`config.mk`:
```
export PLATFORM = sky130hd
export DESIGN_NAME = branch_unit_top
export DESIGN_NICKNAME = d
export VERILOG_FILES = /design/src/hw/rv_branch_pkg.sv /design/src/hw/branch_if.sv /design/src/hw/branch_decode.sv /design/src/hw/branch_target.sv /design/src/hw/pc_control.sv /design/src/hw/branch_unit_top.sv
export VERILOG_INCLUDE_DIRS = /design/src /design/src/hw
export SDC_FILE = /design/constraint.sdc
export NUM_CORES = 1
export LEC_CHECK = 0
export BUFFER_PORTS_ARGS = -buffer_cell sky130_fd_sc_hd__buf_2
export CAP_MARGIN = 20
export CORE_MARGIN = 2
export CORE_UTILIZATION = 40
export CTS_BUF_LIST = sky130_fd_sc_hd__clkbuf_16
export CTS_CLUSTER_SIZE = 25
export DETAILED_ROUTE_END_ITERATION = 10
export GPL_ROUTABILITY_DRIVEN = 0
export SKIP_CTS_REPAIR_TIMING = 1
export SYNTH_ARGS = -nofsm -noshare
export SYNTH_HDL_FRONTEND = slang
export SYNTH_HIERARCHICAL = 1
export SYNTH_SLANG_ARGS = --single-unit
export TNS_END_PERCENT = 30
```
`constraint.sdc`:
```
create_clock -name clk -period 4.8 [get_ports clk]
set_clock_uncertainty 0.05 [all_clocks]
set_input_delay 0.24 -clock clk [delete_from_list [all_inputs] [get_ports clk]]
set_output_delay 0.24 -clock clk [all_outputs]
set_load 0.005 [all_outputs]
```
`src/hw/rv_branch_defines.svh`:
```
// RV32I branch unit constants
// data width, reset vector and the opcode and funct3 encodings
// for conditional branches and JAL

`ifndef RV_BRANCH_DEFINES_SVH
`define RV_BRANCH_DEFINES_SVH

// datapath and address width
`define XLEN        32

// pc after reset
`define RESET_PC    32'h0000_1000

// major opcodes, instr[6:0]
`define OPC_BRANCH  7'b1100011
`define OPC_JAL     7'b1101111

// branch condition codes, instr[14:12]
// 010 and 011 are unused
`define FNC_BEQ     3'b000
`define FNC_BNE     3'b001
`define FNC_BLT     3'b100
`define FNC_BGE     3'b101
`define FNC_BLTU    3'b110
`define FNC_BGEU    3'b111

`endif

```
`src/hw/rv_branch_pkg.sv`:
```
// RV32I branch unit types
// vector types shared by the decoder, resolver and pc controller,
// plus the handshake FSM state encoding

`include "rv_branch_defines.svh"

package rv_branch_pkg;

    // addresses, register operands and immediates
    typedef logic [`XLEN-1:0] xlen_t;

    // raw instruction word, always 32 bits in RV32I
    typedef logic [31:0] instr_t;

    // branch condition field
    typedef logic [2:0] funct3_t;

    // handshake controller
    typedef enum logic [1:0] {
        IDLE    = 2'd0,
        RESOLVE = 2'd1,
        DONE    = 2'd2
    } ctrl_state_e;

endpackage

```
`src/hw/branch_if.sv`:
```
// Branch resolution bus
// carries the latched instruction, operands and pc from the controller
// through the decoder to the resolver, and the result back

`timescale 1ns/100ps

interface branch_if;
    import rv_branch_pkg::*;

    // registered in the controller
    instr_t  instr;
    xlen_t   pc;
    xlen_t   rs1;
    xlen_t   rs2;

    // decoder results
    xlen_t   imm;
    funct3_t funct3;
    logic    is_branch;
    logic    is_jump;

    // resolver results
    xlen_t   target;
    logic    taken;

    modport ctrl (
        output instr, pc, rs1, rs2,
        input  target, taken
    );

    modport dec (
        input  instr,
        output imm, funct3, is_branch, is_jump
    );

    modport res (
        input  pc, imm, rs1, rs2, funct3, is_branch, is_jump,
        output target, taken
    );

endinterface

```
`src/hw/branch_decode.sv`:
```
// Branch decoder
// classifies the latched instruction as conditional branch or JAL
// and builds the sign-extended B or J immediate

`timescale 1ns/100ps
`include "rv_branch_defines.svh"

module branch_decode (
    branch_if.dec br
);
    import rv_branch_pkg::*;

    logic [6:0] opcode;
    xlen_t      b_imm;
    xlen_t      j_imm;

    assign opcode = br.instr[6:0];

    // B-type: 13-bit offset, bit 0 implied zero
    assign b_imm = {
        {(`XLEN-12){br.instr[31]}},
        br.instr[7],
        br.instr[30:25],
        br.instr[11:8],
        1'b0
    };

    // J-type: 21-bit offset, bit 0 implied zero
    assign j_imm = {
        {(`XLEN-20){br.instr[31]}},
        br.instr[19:12],
        br.instr[20],
        br.instr[30:21],
        1'b0
    };

    // condition code goes through untouched, resolver gates it
    assign br.funct3 = br.instr[14:12];

    always_comb begin
        br.imm       = '0;
        br.is_branch = 1'b0;
        br.is_jump   = 1'b0;
        case (opcode)
            `OPC_BRANCH: begin
                br.imm       = b_imm;
                br.is_branch = 1'b1;
            end
            `OPC_JAL: begin
                br.imm     = j_imm;
                br.is_jump = 1'b1;
            end
            default: begin
                // anything else just falls through to pc+4
                br.imm       = '0;
                br.is_branch = 1'b0;
                br.is_jump   = 1'b0;
            end
        endcase
    end

endmodule

```
`src/hw/branch_target.sv`:
```
// Branch resolver
// adds the immediate to the pc and evaluates the branch condition,
// signed or unsigned as funct3 selects

`timescale 1ns/100ps
`include "rv_branch_defines.svh"

module branch_target (
    branch_if.res br
);

    logic eq;
    logic lt_s;
    logic lt_u;
    logic cond;

    // same adder serves B and J targets
    assign br.target = br.pc + br.imm;

    assign eq   = (br.rs1 == br.rs2);
    assign lt_s = ($signed(br.rs1) < $signed(br.rs2));
    assign lt_u = (br.rs1 < br.rs2);

    always_comb begin
        case (br.funct3)
            `FNC_BEQ:  cond = eq;
            `FNC_BNE:  cond = ~eq;
            `FNC_BLT:  cond = lt_s;
            `FNC_BGE:  cond = ~lt_s;
            `FNC_BLTU: cond = lt_u;
            `FNC_BGEU: cond = ~lt_u;
            // 010 and 011 never branch
            default:   cond = 1'b0;
        endcase
    end

    // jal always taken, branches only on their condition
    assign br.taken = br.is_jump | (br.is_branch & cond);

endmodule

```
`src/hw/pc_control.sv`:
```
// PC controller
// four-phase req/ack handshake, latches the instruction and operands,
// and commits the resolved next pc and taken flag

`timescale 1ns/100ps
`include "rv_branch_defines.svh"

module pc_control (
    input  logic                  clk,
    input  logic                  rst,
    input  logic                  req,
    input  rv_branch_pkg::instr_t instr,
    input  rv_branch_pkg::xlen_t  rs1_val,
    input  rv_branch_pkg::xlen_t  rs2_val,
    output logic                  ack,
    output rv_branch_pkg::xlen_t  pc,
    output logic                  taken,
    branch_if.ctrl                br
);
    import rv_branch_pkg::*;

    ctrl_state_e state;
    logic        capture;
    instr_t      instr_q;
    xlen_t       rs1_q;
    xlen_t       rs2_q;
    xlen_t       pc_plus4;
    xlen_t       next_pc;

    // first edge with req seen in IDLE
    assign capture = (state == IDLE) && req;

    // request payload, held for the resolve cycle
    always_ff @(posedge clk) begin
        if (capture) begin
            instr_q <= instr;
            rs1_q   <= rs1_val;
            rs2_q   <= rs2_val;
        end
    end

    // drive the resolution bus straight from the registers
    assign br.instr = instr_q;
    assign br.rs1   = rs1_q;
    assign br.rs2   = rs2_q;
    assign br.pc    = pc;

    assign pc_plus4 = pc + `XLEN'd4;
    assign next_pc  = br.taken ? br.target : pc_plus4;

    always_ff @(posedge clk) begin
        if (rst) begin
            state <= IDLE;
            pc    <= `RESET_PC;
            ack   <= 1'b0;
            taken <= 1'b0;
        end else begin
            case (state)
                IDLE: begin
                    if (req) begin
                        state <= RESOLVE;
                    end
                end
                RESOLVE: begin
                    // single pc update per transaction
                    pc    <= next_pc;
                    taken <= br.taken;
                    ack   <= 1'b1;
                    state <= DONE;
                end
                DONE: begin
                    // hold ack until the requester lets go
                    if (!req) begin
                        ack   <= 1'b0;
                        state <= IDLE;
                    end
                end
                default: begin
                    ack   <= 1'b0;
                    state <= IDLE;
                end
            endcase
        end
    end

endmodule

```
`src/hw/branch_unit_top.sv`:
```
// Branch unit top level
// pc controller, decoder and resolver joined by the branch bus

`timescale 1ns/100ps

module branch_unit_top (
    input  logic                  clk,
    input  logic                  rst,
    input  logic                  req,
    input  rv_branch_pkg::instr_t instr,
    input  rv_branch_pkg::xlen_t  rs1_val,
    input  rv_branch_pkg::xlen_t  rs2_val,
    output logic                  ack,
    output rv_branch_pkg::xlen_t  pc,
    output logic                  taken
);

    branch_if br_bus ();

    // handshake, registers and pc update
    pc_control u_pc_control (
        .clk     (clk),
        .rst     (rst),
        .req     (req),
        .instr   (instr),
        .rs1_val (rs1_val),
        .rs2_val (rs2_val),
        .ack     (ack),
        .pc      (pc),
        .taken   (taken),
        .br      (br_bus.ctrl)
    );

    // opcode and immediate
    branch_decode u_branch_decode (
        .br (br_bus.dec)
    );

    // target adder and comparator
    branch_target u_branch_target (
        .br (br_bus.res)
    );

endmodule

```
==> reports/qor.yml <==
status: "complete, no violations"
dieArea_sq_mm: 0.0219
hold_viol_final: 0
finalSetupTns_ns: 0
synth_top_family_by_area: "compound AO/OA/AOI/OAI gates"
dominantRegCellSynth: "edfxtp_1"
min_period_ns: 4.07
dp_hpwl_mm: 13.9
htreeDepth: 4
maxCapViolCount: 0
cts_buffers: 17
synth_nets: 996
nets: 1165
hp-class: "primary input to register"
start_util_pct: 40.9
max-slew-margin-rel_pct: 36.3
synth_enable_flop_cells: 96
avgRoutedWirePerCell_um: 16.3
seq_area_frac_synth_pct: 43.4
vias_per_cell: 5.31
path_class: "register to register"
end_kind: "register"
startpoint_type: "register"
overflow: 0
clock.fmax_mhz: 246
yosys.area_share.simple_pct: 15.4
seqCellArea_sq_mm: 0.00360
first_global_vias: 5976
syn_to_final_growth_pct: 25.2
grt_pass1_wl_mm: 31.1
synth_compound_area_share_pct: 17.2
grt_max_degree: 48
die_h_um: 148
setup_viol: 0
clk_latency_ns: 0.44
ys_warn_count: 6
dr_total_vias: 6820
finalCritPeriodShare_pct: 84.7
synthXorXnorAreaFrac_pct: 3.37
worstPathArrival_ns: 4.28
multi_input_area_sq_mm: 0.00397
critPathRequiredTime_ns: 5.01
powerDensity_mw_per_mm2: 283
drt-pass1-iter-count: 5
swShare_pct: 27.0
drt-initial-drc-count: 382
pre_cts_ws_ns: 0.803
p_switching_w: 0.000797
avgSynthCellArea_sq_um: 9.98
tightest_slew_ns: 0.951
grt.total_usage_pct: 17.9
portBuffers: 132
p_comb_share_pct: 10.8
fp-row-count: 52
clockBufferDepth: 2
p_int_w: 0.00215
cts_tree: "yes"
netlist_instances: 832
power_frac_seq_pct: 45.3
wl_mm: 20.9
rsz0062_at_grt: "no"
syn_area_sq_mm: 0.00831
yosys_register_bits: 132
fill_cells: 1821
synth.distinct_cells: 70
clkSlewWorstSetupHoldPaths_ns: 0.07
p_leak_nw: 4.36
path_max_fanout: 22
fp.coreArea_sq_mm: 0.0203
power_frac_clock_pct: 43.9
synth_fa_ha_area_share_pct: 9.88
cts_sinks: 132
synthArstFlopShare_pct: 0
drive_above_1_share_pct: 20.1
antenna_found_initial: 1
ir_worst_vdd_v: 0.000226
synth.area.mux_share_pct: 1.60
clock-root-buffer: "clkbuf_16"
drv_slew: 0
ant_nets: 0
die_w_um: 148
drc: 0
setup_ws_ns: 0.734
io_pins: 133
path summary, 6_finish.rpt:
path	startpoint	to	slack (ns)	cells past startpoint
worst min register to register	u_pc_control/taken	u_pc_control/taken	0.40	2
worst max-delay path	u_pc_control/br.instr[2]	u_pc_control/br.pc[28]	0.73	13
worst min-delay path	req	u_pc_control/state[1]	0.05	3
worst max register to register	u_pc_control/br.instr[2]	u_pc_control/br.pc[28]	0.73	13
registers in the layout, indices dropped and copies added (netlist names):
register,flops
u_pc_control/br.rs1,32
u_pc_control/ack,1
u_pc_control/taken,1
u_pc_control/state,2
u_pc_control/br.rs2,32
u_pc_control/br.instr,32
u_pc_control/br.pc,32
power by group through the flow:
stage,Combinational (W),Clock [W],Sequential [W]
5_1_grt,0.000351,0.00138,0.00134
2_1_floorplan,0.000179,0,0.00135
3_3_place_gp,0.000250,0,0.00136
4_1_cts,0.000254,0.00133,0.00134
3_5_place_dp,0.000252,0,0.00136
6_report,0.000317,0.00130,0.00134
routing by layer:
metal  up-vias  global-route usage [%]  routed length [um]
li1       3396                       -                   -
met1      3191                    24.7                9670
met3        19                    4.91                1080
met4         0                    5.86                 279
met5         -                       0                   0
met2       214                    27.6                9870
synthesized netlist by cell type, types with 10 or more instances:
cell | instances | share of area [%]
a31oi_1 | 10 | 0.75
o22ai_1 | 10 | 0.75
a22oi_1 | 15 | 1.4
a211oi_2 | 12 | 1.8
clkbuf_1 | 24 | 1.1
nor2_1 | 50 | 2.3
nor3_1 | 23 | 1.4
a21o_1 | 34 | 3.1
nand4_1 | 20 | 1.5
a21oi_1 | 56 | 3.4
xnor2_1 | 23 | 2.4
nand3_1 | 27 | 1.6
inv_1 | 58 | 2.6
mux2i_1 | 11 | 1.3
ha_1 | 64 | 9.6
nand2_1 | 36 | 1.6
o21ai_0 | 18 | 1.1
dfxtp_1 | 36 | 8.7
buf_4 | 48 | 4.3
edfxtp_1 | 96 | 35
nor4_1 | 20 | 1.5
worst max-delay path, stage by stage, from the launching register on:
cell and delay [ns]:
edfxtp_1 0.73, xor2_1 0.61, nor4_2 0.12, buf_4 0.24, ha_1 0.37, and2_1 0.24, nand3_1 0.12, o21ai_0 0.36
nor3_1 0.08, a21oi_1 0.29, nor4_1 0.08, a311o_1 0.34, a22oi_1 0.17, a221oi_1 0.09
cells in the final DEF (no fill, tap or decap), types with 7 or more instances in the layout:
cell / count
buf_4: 9
ha_1: 64
nand2b_1: 8
nand4_1: 20
a31oi_1: 10
dfxtp_1: 36
nor2b_1: 8
a211oi_1: 7
a211oi_2: 12
edfxtp_1: 96
a22oi_1: 15
mux2i_1: 11
nor4_1: 19
a21o_1: 34
inv_1: 58
dlygate4sd3_1: 96
nand2_1: 36
nand3_1: 27
o21ai_0: 17
xor2_1: 9
a21oi_1: 56
buf_2: 132
nor2_1: 49
xnor2_1: 23
o22ai_1: 10
nor3_1: 23
clkbuf_16: 17
cells by family (layout without fill, tap and decap cells):
kind of cell,after synthesis,count (layout)
compound gates,206,206
xor+xnor,32,32
fa+ha+maj,65,65
buf+inv,145,327
flops,132,132
mux,13,13
other cells,1,2
simple gates,238,238
final cells by class:
class / count / area share (%)
diodes: 1 / 0.0241
inverters: 58 / 2.09
clock buffers: 17 / 4.09
well taps: 270 / 3.25
multi-input cells: 555 / 38.1
flip-flops and latches: 132 / 34.6
repair buffers: 237 / 16.2
clock inverters: 15 / 1.54
through the flow:
stage / hold WS [ns] / utilization (%) / cells / power [W] / instance area (sq um)
3_5_place_dp: 0.368 / 43.6 / 1156 / 0.00161 / 8850
4_1_cts: -0.0922 / 46.5 / 1188 / 0.00292 / 9440
5_1_grt: 0.0470 / 51.2 / 1285 / 0.00307 / 10400
3_3_place_gp: 0.367 / 43.6 / 1156 / 0.00161 / 8850
6_report: 0.0536 / 51.2 / 1285 / 0.00295 / 10400
2_1_floorplan: 0.289 / - / 832 / 0.00153 / 8310
Note: power is estimated with default switching activity, not from simulation.
